<file path="src/rtl/kiwi_defines.svh">
/* receiver control hub constants
   cpu opcode bit positions, overflow window size, version and board id */
`ifndef KIWI_DEFINES_SVH
`define KIWI_DEFINES_SVH

//////////////////////////////////////////////////////////////////////
// one-hot opcode bit positions
//////////////////////////////////////////////////////////////////////

// register writes, qualified by wr_reg
`define KIWI_OP_SET_CTRL        0
`define KIWI_OP_SET_CNT_MASK    1

// register reads, qualified by rd_reg
`define KIWI_OP_GET_STATUS      2
`define KIWI_OP_GET_SRQ         3
`define KIWI_OP_GET_CPU_CTR0    4
`define KIWI_OP_GET_CPU_CTR1    5
`define KIWI_OP_GET_CPU_CTR2    6
`define KIWI_OP_GET_CPU_CTR3    7

// events, qualified by wr_evt
`define KIWI_OP_CPU_CTR_CLR     8
`define KIWI_OP_CPU_CTR_ENA     9
`define KIWI_OP_CPU_CTR_DIS     10
`define KIWI_OP_OVFL_CLR        11

//////////////////////////////////////////////////////////////////////
// overflow monitor
//////////////////////////////////////////////////////////////////////

// log2 of window length in cpu_clk cycles
// short window keeps simulation quick, board build ran 16
`define KIWI_OVFL_WIN_BITS      6

//////////////////////////////////////////////////////////////////////
// identification fields reported in the status word
//////////////////////////////////////////////////////////////////////

`define KIWI_FPGA_VER           6'd1
`define KIWI_FPGA_ID            4'd2

`endif

</file>
<file path="src/rtl/kiwi_pkg.sv">
/* shared types for the receiver control hub */
package kiwi_pkg;

    // parallel port word seen by the cpu
    typedef logic [15:0] word_t;

    // one-hot opcode from the cpu decoder
    typedef logic [15:0] op_t;

    // top of stack, two words wide
    typedef logic [31:0] tos_t;

    // cycle counter accumulator
    typedef logic [31:0] ctr_t;

    // global control register layout
    // first field is the msb, spares fill the low bits
    typedef struct packed {
        // adc oscillator enable
        logic        osc_en;
        // eeprom write protect
        logic        eeprom_wp;
        // tell the host a command is waiting
        logic        cmd_ready;
        // audio interrupt to the host
        logic        snd_intr;
        // unassigned, still readable and writable
        logic [11:0] spare;
    } ctrl_t;

endpackage

</file>
<file path="src/rtl/adc_ovfl_monitor.sv">
/* adc overflow monitor
   counts overflow cycles per fixed window, masks the count, keeps a sticky flag */
`timescale 1ns/1ps
`include "kiwi_defines.svh"

module adc_ovfl_monitor
    import kiwi_pkg::*;
#(
    parameter int win_bits = `KIWI_OVFL_WIN_BITS
)
(
    input  logic cpu_clk,
    input  logic rx_orst,
    // cpu register bus
    input  op_t  op,
    input  tos_t tos,
    input  logic wr_reg,
    input  logic wr_evt,
    // overflow line, already on cpu_clk
    input  logic adc_ovfl,
    // sticky overflow flag
    output logic overflow
);

    localparam logic [win_bits-1:0] win_one = {{(win_bits-1){1'b0}}, 1'b1};

    // bus decode
    logic                set_mask;
    logic                ovfl_clr;
    // window position and per-window overflow count
    logic [win_bits-1:0] win_ctr;
    logic [win_bits:0]   ovfl_cnt;
    logic [win_bits:0]   cnt_mask;
    logic                win_last;
    // one-cycle pulse at the end of a flagged window
    logic                ovfl_pulse;

    assign set_mask = wr_reg & op[`KIWI_OP_SET_CNT_MASK];
    assign ovfl_clr = wr_evt & op[`KIWI_OP_OVFL_CLR];
    assign win_last = (win_ctr == {win_bits{1'b1}});

    // mask selects which count bits count as an overflow
    always_ff @(posedge cpu_clk)
    begin
        if (rx_orst)
            cnt_mask <= '0;
        else if (set_mask)
            cnt_mask <= tos[win_bits:0];
    end

    //////////////////////////////////////////////////////////////////////
    // window counter and overflow count
    //////////////////////////////////////////////////////////////////////

    // last cycle of the window is not counted, it evaluates and restarts
    always_ff @(posedge cpu_clk)
    begin
        if (rx_orst)
        begin
            win_ctr    <= '0;
            ovfl_cnt   <= '0;
            ovfl_pulse <= 1'b0;
        end
        else if (win_last)
        begin
            win_ctr    <= '0;
            ovfl_cnt   <= '0;
            ovfl_pulse <= ((ovfl_cnt & cnt_mask) != '0);
        end
        else
        begin
            win_ctr    <= win_ctr + win_one;
            ovfl_cnt   <= ovfl_cnt + {{win_bits{1'b0}}, adc_ovfl};
            ovfl_pulse <= 1'b0;
        end
    end

    // sticky flag, a pulse in the clear cycle still sets it
    always_ff @(posedge cpu_clk)
    begin
        if (rx_orst)
            overflow <= 1'b0;
        else if (ovfl_clr)
            overflow <= ovfl_pulse;
        else
            overflow <= overflow | ovfl_pulse;
    end

endmodule

</file>
<file path="src/rtl/cpu_cycle_counters.sv">
/* cpu cycle counters
   ctr0 counts every cycle, ctr1 only while enabled, both cleared by event */
`timescale 1ns/1ps
`include "kiwi_defines.svh"

module cpu_cycle_counters
    import kiwi_pkg::*;
(
    input  logic cpu_clk,
    input  logic rx_orst,
    // cpu event bus
    input  op_t  op,
    input  logic wr_evt,
    // accumulators
    output ctr_t ctr0,
    output ctr_t ctr1
);

    // event decode
    logic ctr_clr;
    logic ctr_ena;
    logic ctr_dis;
    // gate for ctr1
    logic ena;

    assign ctr_clr = wr_evt & op[`KIWI_OP_CPU_CTR_CLR];
    assign ctr_ena = wr_evt & op[`KIWI_OP_CPU_CTR_ENA];
    assign ctr_dis = wr_evt & op[`KIWI_OP_CPU_CTR_DIS];

    // enable takes effect on the event edge, disable wins a tie
    always_ff @(posedge cpu_clk)
    begin
        if (rx_orst)
            ena <= 1'b0;
        else if (ctr_dis)
            ena <= 1'b0;
        else if (ctr_ena)
            ena <= 1'b1;
    end

    //////////////////////////////////////////////////////////////////////
    // accumulators
    //////////////////////////////////////////////////////////////////////

    // clear lands both counters on zero at the event edge
    always_ff @(posedge cpu_clk)
    begin
        if (rx_orst || ctr_clr)
        begin
            ctr0 <= '0;
            ctr1 <= '0;
        end
        else
        begin
            ctr0 <= ctr0 + 32'd1;
            ctr1 <= ctr1 + {31'd0, ena};
        end
    end

endmodule

</file>
<file path="src/rtl/cpu_read_port.sv">
/* cpu read port
   parallel input mux with status word, and host service request capture */
`timescale 1ns/1ps
`include "kiwi_defines.svh"

module cpu_read_port
    import kiwi_pkg::*;
(
    input  logic  cpu_clk,
    input  logic  rx_orst,
    // cpu read bus
    input  op_t   op,
    input  logic  rd_reg,
    // status and counter sources
    input  logic  overflow,
    input  ctr_t  ctr0,
    input  ctr_t  ctr1,
    // host side
    input  word_t host_dout,
    input  logic  host_srq,
    // cpu inputs
    output word_t par,
    output logic  ser
);

    // read decode
    logic  get_srq;
    // request seen since the last GET_SRQ
    logic  srq_pend;
    word_t status;

    assign get_srq = rd_reg & op[`KIWI_OP_GET_SRQ];

    // ovfl, srq pending, version, zero nibble, board id
    assign status = {overflow, srq_pend, `KIWI_FPGA_VER, 4'b0000, `KIWI_FPGA_ID};

    //////////////////////////////////////////////////////////////////////
    // parallel input mux
    //////////////////////////////////////////////////////////////////////

    // counter bytes first, then status, host data otherwise
    // each counter read pairs ctr1 byte high with ctr0 byte low
    always_comb
    begin
        if (rd_reg && op[`KIWI_OP_GET_CPU_CTR0])
            par = {ctr1[7:0], ctr0[7:0]};
        else if (rd_reg && op[`KIWI_OP_GET_CPU_CTR1])
            par = {ctr1[15:8], ctr0[15:8]};
        else if (rd_reg && op[`KIWI_OP_GET_CPU_CTR2])
            par = {ctr1[23:16], ctr0[23:16]};
        else if (rd_reg && op[`KIWI_OP_GET_CPU_CTR3])
            par = {ctr1[31:24], ctr0[31:24]};
        else if (rd_reg && op[`KIWI_OP_GET_STATUS])
            par = status;
        else
            par = host_dout;
    end

    //////////////////////////////////////////////////////////////////////
    // service request capture
    //////////////////////////////////////////////////////////////////////

    // a read hands the pending flag to ser
    // a pulse in the read cycle itself is kept for the next read
    always_ff @(posedge cpu_clk)
    begin
        if (rx_orst)
        begin
            srq_pend <= 1'b0;
            ser      <= 1'b0;
        end
        else if (get_srq)
        begin
            srq_pend <= host_srq;
            ser      <= srq_pend;
        end
        else
        begin
            srq_pend <= srq_pend | host_srq;
        end
    end

endmodule

</file>
<file path="src/rtl/ctrl_reg.sv">
/* global control register
   loaded from the cpu bus, fields drive the board control pins */
`timescale 1ns/1ps
`include "kiwi_defines.svh"

module ctrl_reg
    import kiwi_pkg::*;
(
    input  logic  cpu_clk,
    input  logic  rx_orst,
    // cpu register bus
    input  op_t   op,
    input  tos_t  tos,
    input  logic  wr_reg,
    // register value and the pins it drives
    output ctrl_t ctrl,
    output logic  adc_clken,
    output logic  ewp,
    output logic  cmd_ready,
    output logic  snd_intr
);

    // write decode
    logic set_ctrl;

    assign set_ctrl = wr_reg & op[`KIWI_OP_SET_CTRL];

    //////////////////////////////////////////////////////////////////////
    // control register
    //////////////////////////////////////////////////////////////////////

    // only the low word of tos is meaningful here
    always_ff @(posedge cpu_clk)
    begin
        if (rx_orst)
        begin
            ctrl <= '0;
        end
        else if (set_ctrl)
        begin
            ctrl <= ctrl_t'(tos[15:0]);
        end
    end

    //////////////////////////////////////////////////////////////////////
    // pin outputs
    //////////////////////////////////////////////////////////////////////

    // oscillator enable goes straight to the adc clock enable pin
    assign adc_clken = ctrl.osc_en;
    assign ewp       = ctrl.eeprom_wp;
    assign cmd_ready = ctrl.cmd_ready;
    // single interrupt source in this build
    assign snd_intr  = ctrl.snd_intr;

endmodule

</file>
<file path="src/rtl/kiwi_ctrl_top.sv">
/* receiver control and status hub
   joins control register, overflow monitor, cycle counters and cpu read port */
`timescale 1ns/1ps
`include "kiwi_defines.svh"

module kiwi_ctrl_top
    import kiwi_pkg::*;
(
    input  logic  cpu_clk,
    input  logic  rx_orst,
    // cpu register bus
    input  op_t   op,
    input  tos_t  tos,
    input  logic  wr_reg,
    input  logic  wr_evt,
    input  logic  rd_reg,
    // receiver and host side
    input  logic  adc_ovfl,
    input  logic  host_srq,
    input  word_t host_dout,
    // cpu inputs
    output word_t par,
    output logic  ser,
    // board pins
    output logic  adc_clken,
    output logic  ewp,
    output logic  cmd_ready,
    output logic  snd_intr
);

    // sticky overflow into status
    logic overflow;
    // cycle counters into the read mux
    ctr_t ctr0;
    ctr_t ctr1;

    //////////////////////////////////////////////////////////////////////
    // control register
    //////////////////////////////////////////////////////////////////////

    // register value only feeds the pins at this level
    ctrl_reg u_ctrl_reg (
        .cpu_clk   (cpu_clk),
        .rx_orst   (rx_orst),
        .op        (op),
        .tos       (tos),
        .wr_reg    (wr_reg),
        .ctrl      (),
        .adc_clken (adc_clken),
        .ewp       (ewp),
        .cmd_ready (cmd_ready),
        .snd_intr  (snd_intr)
    );

    adc_ovfl_monitor #(
        .win_bits (`KIWI_OVFL_WIN_BITS)
    ) u_adc_ovfl_monitor (
        .cpu_clk  (cpu_clk),
        .rx_orst  (rx_orst),
        .op       (op),
        .tos      (tos),
        .wr_reg   (wr_reg),
        .wr_evt   (wr_evt),
        .adc_ovfl (adc_ovfl),
        .overflow (overflow)
    );

    //////////////////////////////////////////////////////////////////////
    // counters and read side
    //////////////////////////////////////////////////////////////////////

    cpu_cycle_counters u_cpu_cycle_counters (
        .cpu_clk (cpu_clk),
        .rx_orst (rx_orst),
        .op      (op),
        .wr_evt  (wr_evt),
        .ctr0    (ctr0),
        .ctr1    (ctr1)
    );

    cpu_read_port u_cpu_read_port (
        .cpu_clk   (cpu_clk),
        .rx_orst   (rx_orst),
        .op        (op),
        .rd_reg    (rd_reg),
        .overflow  (overflow),
        .ctr0      (ctr0),
        .ctr1      (ctr1),
        .host_dout (host_dout),
        .host_srq  (host_srq),
        .par       (par),
        .ser       (ser)
    );

endmodule

</file>
<file path="config.mk">
export PLATFORM = sky130hd
export DESIGN_NAME = kiwi_ctrl_top
export DESIGN_NICKNAME = d
export VERILOG_FILES = /design/src/rtl/kiwi_pkg.sv /design/src/rtl/adc_ovfl_monitor.sv /design/src/rtl/cpu_cycle_counters.sv /design/src/rtl/cpu_read_port.sv /design/src/rtl/ctrl_reg.sv /design/src/rtl/kiwi_ctrl_top.sv
export VERILOG_INCLUDE_DIRS = /design/src /design/src/rtl
export SDC_FILE = /design/constraint.sdc
export NUM_CORES = 1
export LEC_CHECK = 0
export ABC_AREA = 1
export BUFFER_PORTS_ARGS = -buffer_cell sky130_fd_sc_hd__clkbuf_2
export CORE_ASPECT_RATIO = 1.4
export CORE_MARGIN = 1
export CORE_UTILIZATION = 51
export DETAILED_ROUTE_END_ITERATION = 16
export GPL_TIMING_DRIVEN = 1
export PLACE_DENSITY = 0.82
export SETUP_SLACK_MARGIN = 0.5
export SLEW_MARGIN = 20
export SYNTH_ARGS = -nofsm -noshare
export SYNTH_HDL_FRONTEND = slang
export SYNTH_SLANG_ARGS = --single-unit
</file>
<file path="constraint.sdc">
create_clock -name cpu_clk -period 1.5 [get_ports cpu_clk]
set_input_delay 0.225 -clock cpu_clk [delete_from_list [all_inputs] [get_ports cpu_clk]]
set_output_delay 0.225 -clock cpu_clk [all_outputs]
set_load 0.05 [all_outputs]
</file>
==> metrics, run 1 <==
top post-synthesis cells by area=dfxtp_1 (34%), nand2_1 (14%), nor2_1 (11%), inv_1 (7.0%), a21oi_1 (6.4%); H-tree Lvls=3; grt total ovfl=3; Yosys top cell area share=about a third; detailed-placement wirelength estimate=12.3 mm; Post-Syn Area=about 5400 sq um; outcome=aborted with a tool error; cts hold-fix bufs=0; clk sinks=93; Rows=44; Syn Area/Cell=approximately 6.3 sq um; Yosys top cell by area=dfxtp_1; CTS Root Cell=clkbuf_16; die width=89.2 microns; CTS Buf Count=9; Post-Synthesis Cells=~860; clock buffer depth=2; Die Span Y=124 microns; I/O Pins=92; FFs w/ async S/R, synth=0%; register area share after synthesis=approximately a third; Tool Error=[ERROR GRT-0232] Routing congestion too high. Check the congestion heatmap in the GUI.; Mapped Nets=around 940; FF+latch count, synth=93; All-Layer GR Usage=roughly 63%; pre-CTS WS=-0.325 ns; PortBufs=between 60 and 70; Synth Warn #=0; Exit stage=global routing; starting density of the core=between 50% and 60%; number of synthesized flops with an enable pin=0; main flop type after synthesis=dfxtp_1; DP Area=between 6000 and 7000 sq um; largest net degree at the start of global routing=35; gp weighted congestion=~1; Netlist cell types=34
-- logic make-up after synthesis --
family          synth area share [%]
simple gates                    39.1
buf+inv                         9.17
xor+xnor                        1.78
fa+ha+maj                       1.61
flops                           34.3
compound gates                  14.0
-- cell usage after synthesis, types with 2 or more instances --
| library cell | instances |
|---|---|
| buf_2 | 13 |
| nand3_1 | 68 |
| a22o_1 | 2 |
| clkbuf_1 | 8 |
| nand2_1 | 200 |
| or2_2 | 6 |
| o21ai_0 | 44 |
| nor2_2 | 14 |
| dfxtp_1 | 93 |
| nor3_1 | 5 |
| nand2_2 | 13 |
| inv_2 | 3 |
| o211ai_1 | 13 |
| a21oi_1 | 69 |
| ha_1 | 7 |
| a21oi_2 | 2 |
| xor2_1 | 9 |
| nand2_4 | 3 |
| nand4_1 | 6 |
| xnor2_1 | 2 |
| inv_1 | 101 |
| nor2_1 | 152 |
| o21a_1 | 4 |
| nor2_4 | 10 |
| o21bai_1 | 2 |
-- timing repair --
item / CTS
gates cloned: 2
pin swaps: 94
resized for setup: 222
endpoints found under the setup margin: 93
setup buffers: 42
-- per-layer routing --
layer  GRT usage [%]  overflow
met1            64.0         0
met2            83.9         1
met3            45.2         0
met4            55.5         2
met5            18.2         0
-- metrics by stage --
step / instances / TNS [ns]
floorplan: 858 / 0
global placement: 1071 / -3.88
detailed placement: 1071 / -4.33
CTS: 1131 / -2.50
==> inputs of run 2 (changes only) <==
--- a/config.mk
+++ b/config.mk
@@ -8,13 +8,11 @@
 export LEC_CHECK = 0
 export ABC_AREA = 1
 export BUFFER_PORTS_ARGS = -buffer_cell sky130_fd_sc_hd__clkbuf_2
-export CORE_ASPECT_RATIO = 1.4
 export CORE_MARGIN = 1
-export CORE_UTILIZATION = 51
+export CORE_UTILIZATION = 40
 export DETAILED_ROUTE_END_ITERATION = 16
 export GPL_TIMING_DRIVEN = 1
-export PLACE_DENSITY = 0.82
-export SETUP_SLACK_MARGIN = 0.5
+export PLACE_DENSITY_LB_ADDON = 0.15
 export SLEW_MARGIN = 20
 export SYNTH_ARGS = -nofsm -noshare
 export SYNTH_HDL_FRONTEND = slang
==> constraint.sdc (replaced) <==
create_clock -name cpu_clk -period 1.95 [get_ports cpu_clk]
set_input_delay 0.2925 -clock cpu_clk [delete_from_list [all_inputs] [get_ports cpu_clk]]
set_output_delay 0.2925 -clock cpu_clk [all_outputs]
set_load 0.05 [all_outputs]
==> run 2 against run 1 <==
Net effect: the flow now finishes without violations; synthesized area did not move; synthesized cell count did not move.
==> metrics, run 2 <==
outcome=finished clean; Post-CTS Setup Inserts=0 (-100%); Worst-path clk slew=around 0.070 ns; critical path type=flop to primary output; post-CTS resize count=0 (-100%); PortBufs=66 (unchanged); Clock Skew=approximately 0.008 ns; Area Growth Syn to Fin=22.2%; setup TNS=0 ns; antenna-violating nets left=0; Post-Syn Area=5430 sq um (unchanged); crit-path max FO=5; Mapped Nets=936 (unchanged); Die Span Y=118 microns (-4.5%); most frequent cells in the layout=nand2_1 (200), nor2_1 (152), inv_1 (101); commonest non-fill, non-tap cell in the layout=nand2_1; H-tree Lvls=3 (unchanged); Worst R2R Path Depth=10; most common library cells after synthesis=nand2_1 (200), nor2_1 (152), inv_1 (101); clk_lat worst skew=about 0.36 ns; Power Dens Cells=679 nW/um^2; fraction of layout cells with a size suffix above 1=a little under a fifth; top post-synthesis cells by area=dfxtp_1 (34%), nand2_1 (14%), nor2_1 (11%), inv_1 (7.0%), a21oi_1 (6.4%); final hold violations=0; Period minus WS final=approximately 1.9 ns; I/O Pins=92 (unchanged); GR Util met1=around 32%; crit path launch type=flop; 1st-iter DRT viols=between 300 and 400; Antenna diodes=0; CP required=between 1.5 and 2 ns; worst hold stages=2; core box area=13200 sq um; largest net degree at the start of global routing=32; Post-Synthesis Cells=858 (unchanged); global-route wire length before repair=24.7 mm; Routed Wire Length=between 15 and 20 mm; clock buffer depth=2 (unchanged); Synth Warn #=0 (unchanged); full die area=approximately 14000 sq um; Fill cells=around 1400; Crit path depth=5; CTS Root Cell=clkbuf_16; clk sinks=93 (unchanged); # nets final=just over 1000; Netlist cell types=34 (unchanged); starting density of the core=41.0% (-11 points); Yosys top cell area share=34.3% (unchanged); Cell Chain, Critical Path=inv_1, o211ai_1, nand3_1, a21oi_2, buf_12; CTS tree=built; main flop type after synthesis=dfxtp_1; initial antenna violation count=0; crit share post-route=between 90% and 100%; Slew @ Worst Pin=0.410 ns; crit path capture type=primary output; via-per-instance ratio=4.90; All-Layer GR Usage=between 20 and 25%; via count=5437; Rows=42 (-4.5%); Final Max Slew Viols=0; CTS Buf Count=9 (unchanged); HP Class=input port to flop; number of synthesized flops with an enable pin=0 (unchanged); Leak=approximately 2.4 nW; die width=118 microns (+33%); RSZ-0062 raised after global routing=no; top flop regs=u_cpu_cycle_counters.ctr0 x32, u_cpu_cycle_counters.ctr1 x32; drt pass-1 iters=5; Top delay family on crit path=flip-flops; grt total ovfl=0; most frequent cell after synthesis=nand2_1; worst hold margin=around 0.13 ns; register area share after synthesis=34.3% (unchanged); wire length per cell=13.6 microns; Yosys top cell by area=dfxtp_1; GRT met2 Usage=about 34%; cts hold-fix bufs=0 (unchanged); Max Clk Rate=539 MHz; Final setup viols=0; Crit-path slowest cell=dfxtp_1; FFs w/ async S/R, synth=0% (unchanged); busiest layer in global routing=met2; WP buf/inv=2; arrival time worst endpoint=between 1.5 and 2 ns; FF+latch count, synth=93 (unchanged); vias in the first global route=between 4000 and 5000; DRC=0; detailed-placement wirelength estimate=11.7 mm (-5.1%); Syn Area/Cell=6.33 sq um (unchanged); Max-slew headroom=between 70% and 80%; VDD IR max=about 400 uV; met3 Use GR=between 3 and 4%; gp weighted congestion=0.944 (-5.2%); max_cap viols=0; max incr delay on CP=~0.4 ns
==> run 2: cell counts after synthesis <==
Identical to the previous run, type by type.
==> run 2: kinds of logic after synthesis <==
group	after synthesis	share of synthesized area [%]
and+or+nand+nor	481	39.1
AOI/OAI and AO/OA	139	14.0
buffers and inverters	127	9.17
DFF	93	34.3
xor gates and xnor gates	11	1.78
adders and majority gates	7	1.61
==> run 2: worst register-to-register path: stages (launching register included) <==
cell and delay [ns]:
dfxtp_1 0.42, ha_1 0.22, ha_1 0.18, nand2_1 0.09, inv_2 0.10, nand2_2 0.09
nor2_2 0.23, nand4_1 0.16, nand2_1 0.09, nand2_1 0.04, nor2_1 0.08
==> run 2: layout make-up <==
class	count	area [sq um]	share of cell area [%]
inverters	105	395	5.96
repair buffers	81	728	11.0
clock inverters	7	81.3	1.23
well taps	176	220	3.32
clock buffers	9	225	3.39
multi-input cells	638	3120	47.0
flip-flops and latches	93	1860	28.1
==> run 2: through the flow <==
step / util [%] / instances / area (sq um) / worst slack, ns / power [mW]
after floorplan: - / 858 / 5480 / 0.149 / 2.38
after global placement: 47.8 / 1093 / 6330 / 0.0893 / 2.69
after detailed placement: 47.8 / 1093 / 6330 / 0.0978 / 2.70
after CTS: 50.1 / 1109 / 6630 / 0.0646 / 4.55
after global routing: 50.1 / 1109 / 6640 / 0.00993 / 4.66
final: 50.1 / 1109 / 6640 / 0.0947 / 4.50
==> run 2: path summary, 6_finish.rpt <==
| path | start | to | slack (ns) |
|---|---|---|---|
| worst min-delay path | op[10] | u_cpu_cycle_counters.ena$_SDFFE_PP0P_ | 0.13 |
| worst min register to register | u_adc_ovfl_monitor.ovfl_pulse$_SDFF_PP0_ | u_adc_ovfl_monitor.overflow$_SDFF_PP0_ | 0.44 |
| worst max register to register | u_cpu_cycle_counters.ena$_SDFFE_PP0P_ | u_cpu_cycle_counters.ctr1[18]$_SDFF_PP0_ | 0.21 |
| worst max-delay path | u_cpu_cycle_counters.ctr1[26]$_SDFF_PP0_ | par[10] | 0.09 |
==> run 2: power breakdown <==
part | internal, mW | total [mW] | leakage, nW | switching (mW)
sequential | 1.93 | 1.95 | 0.754 | 0.0229
clock | 1.01 | 1.86 | 0.147 | 0.844
combinational | 0.284 | 0.694 | 1.53 | 0.410
total | 3.23 | 4.50 | 2.44 | 1.28
==> run 2: layer usage <==
| metal | share of wire (%) | vias to the layer above |
|---|---|---|
| li1 | - | 2874 |
| met1 | 51 | 2417 |
| met2 | 42 | 133 |
| met3 | 5.5 | 13 |
| met4 | 1.3 | 0 |
| met5 | 0 | - |
No activity file was read; power rests on OpenSTA's default activity.
==> inputs of run 3 (changes only) <==
--- a/config.mk
+++ b/config.mk
@@ -10,6 +10,7 @@
 export BUFFER_PORTS_ARGS = -buffer_cell sky130_fd_sc_hd__clkbuf_2
 export CORE_MARGIN = 1
 export CORE_UTILIZATION = 40
+export CTS_BUF_LIST = sky130_fd_sc_hd__clkbuf_2 sky130_fd_sc_hd__clkbuf_4 sky130_fd_sc_hd__clkbuf_8
 export DETAILED_ROUTE_END_ITERATION = 16
 export GPL_TIMING_DRIVEN = 1
 export PLACE_DENSITY_LB_ADDON = 0.15
==> run 3 against run 2 <==
Net effect: clock skew about the same; via count grew 0.53%; combinational power about the same; design area down 1.4%; first-iteration DRC count grew 6.6%; critical path type unchanged; largest cell class unchanged; largest power group unchanged; highest routed layer unchanged.
==> metrics, run 3 (synthesis results as in run 2) <==
cell area after layout=6540 sq um (-1.4%); Worst-path clk slew=0.10 ns (+0.03 ns); final hold violations=0 (unchanged); full die area=14000 sq um (unchanged); Period minus WS final=1.88 ns (+0.0242 ns); Clock Skew=0.00826 ns (+0.0000442 ns); DRC=0 (unchanged); max_cap viols=0 (unchanged); initial antenna violation count=0 (unchanged); Die Span Y=118 microns (unchanged); Power Total=4.05 mW (-10%); switching share of total power=30.2% (+1.8 points); cts hold-fix bufs=0 (unchanged); detailed-placement wirelength estimate=11.7 mm (unchanged); Max-slew headroom=72.7% (about the same); Worst R2R Path Depth=10 (unchanged); worst hold margin=0.105 ns (-0.0278 ns); register share of total power=48.2% (+4.8 points); clk sinks=93 (unchanged); r2r startpoint=u_cpu_cycle_counters.ena$_SDFFE_PP0P_; GRT met2 Usage=34.3% (+0.037 points); RSZ-0062 raised after global routing=no; Slew @ Worst Pin=0.408 ns (-0.00117 ns); gp weighted congestion=0.944 (unchanged); clk_lat worst skew=0.38 ns (+0.02 ns); met3 Use GR=3.47% (-0.29 points); largest net degree at the start of global routing=32 (unchanged); GR Util met1=32.5% (+0.060 points); global-route wire length before repair=24.6 mm (-0.14%); 1st-iter DRT viols=339 (+6.6%); Final setup viols=0 (unchanged); fin util=49.4% (-0.69 points); CP required=1.66 ns (about the same); arrival time worst endpoint=1.59 ns (+0.03 ns); hold path startpoint=op[10]; PortBufs=66 (unchanged); fraction of layout cells with a size suffix above 1=18.2% (+0.21 points); Area Growth Syn to Fin=20.6%; vias in the first global route=4871 (-0.041%); CTS tree=built; worst hold stages=2 (unchanged); Reg2Reg Setup Slack=0.21 ns (about the same); NetSw=1.22 mW (-4.2%); hold endpoint=u_cpu_cycle_counters.ena$_SDFFE_PP0P_; CTS Buf Count=9 (unchanged); drt pass-1 iters=5 (unchanged); top flop regs=u_cpu_cycle_counters.ctr0 x32, u_cpu_cycle_counters.ctr1 x32; H-tree Lvls=3 (unchanged); Rows=42 (unchanged); Pint=2.83 mW (-12%); VDD IR max=375 uV (-7.4%); busiest layer in global routing=met2; Power Dens Cells=619 nW/um^2 (-8.8%); crit path capture type=primary output; HP Class=input port to flop; Max Clk Rate=532 MHz (-1.3%); reg2reg end=u_cpu_cycle_counters.ctr1[18]$_SDFF_PP0_; outcome=finished clean; clock power share=34.6% (-6.6 points); crit share post-route=96.4% (+1.2 points); Fill cells=1440 (+0.77%); I/O Pins=92 (unchanged); Final Max Slew Viols=0 (unchanged); setup TNS=0 ns (unchanged); Leak=2.39 nW (-1.8%); starting density of the core=41.0% (unchanged); via count=5466 (+0.53%); All-Layer GR Usage=22.5% (-0.031 points); DP Area=6330 sq um (unchanged); antenna-violating nets left=0 (unchanged); combinational cell fraction of total power=17.2% (+1.8 points); grt total ovfl=0 (unchanged); core box area=13200 sq um (unchanged); wire length per cell=13.6 microns (about the same); Routed Wire Length=15.1 mm (about the same); via-per-instance ratio=4.93 (+0.53%); crit path launch type=flop; # nets final=1006 (unchanged); CTS Root Cell=clkbuf_8; critical path type=flop to primary output; commonest non-fill, non-tap cell in the layout=nand2_1; die width=118 microns (unchanged); clock buffer depth=2 (unchanged); most frequent cells in the layout=nand2_1 (200), nor2_1 (152), inv_1 (101); Antenna diodes=0 (unchanged); crit-path max FO=4 (-1)
## run 3: cell types whose count changed in the layout (fill, tap and decap cells not counted), sizes merged
| cell | previous run | this run |
|---|---|---|
| clkbuf | 58 | 61 |
| buf | 32 | 29 |
## run 3: critical path, stage by stage (launching register included)
cell and delay, ns:
dfxtp_2 0.37, inv_1 0.07, o211ai_1 0.19, nand3_1 0.18, a21oi_2 0.24, buf_12 0.16
## run 3: power groups by stage
| stage | sequential [mW] | clock [mW] | combinational [mW] |
|---|---|---|---|
| 5_1_grt | 1.96 | 1.50 | 0.754 |
| 4_1_cts | 1.95 | 1.44 | 0.700 |
| 3_5_place_dp | 2.00 | 0 | 0.699 |
| 2_1_floorplan | 2.01 | 0 | 0.370 |
| 3_3_place_gp | 2.00 | 0 | 0.696 |
| 6_report | 1.95 | 1.40 | 0.696 |
## run 3: stage by stage
stage / setup WS (ns) / cells
3_3_place_gp: 0.0893 / 1093
3_5_place_dp: 0.0978 / 1093
6_report: 0.0706 / 1109
5_1_grt: 0.00105 / 1109
4_1_cts: 0.0168 / 1109
2_1_floorplan: 0.149 / 858
## run 3: worst max-delay path by stage
stage	slack, ns	cells after the start	endpoint	from
2_1_floorplan	0.15	7	par[3]	rd_reg
3_3_place_gp	0.09	7	par[0]	rd_reg
3_5_place_dp	0.1	7	par[0]	rd_reg
4_1_cts	0.02	5	par[2]	u_cpu_cycle_counters.ctr0[26]$_SDFF_PP0_
5_1_grt	0.001	5	par[10]	u_cpu_cycle_counters.ctr1[26]$_SDFF_PP0_
6_report	0.07	5	par[2]	u_cpu_cycle_counters.ctr0[26]$_SDFF_PP0_
## run 3: routing by layer
metal	vias up	part of all wire, %
met2	150	42
met3	12	6.0
li1	2863	-
met4	0	1.3
met5	-	0
met1	2441	51
## run 3: what timing repair did
action                                  in CTS  in global routing
buffers inserted                             0                  0
gates resized for setup                      0                 10
endpoints found under the setup margin       0                  5
## run 3: final cells by class
cell class | count | area (sq um) | area share (%)
multi-input combinational | 638 | 3120 | 47.7
sequential | 93 | 1870 | 28.5
timing repair buffer | 81 | 736 | 11.2
inverter | 105 | 395 | 6.04
tap | 176 | 220 | 3.37
clock buffer | 9 | 124 | 1.89
clock inverter | 7 | 81.3 | 1.24
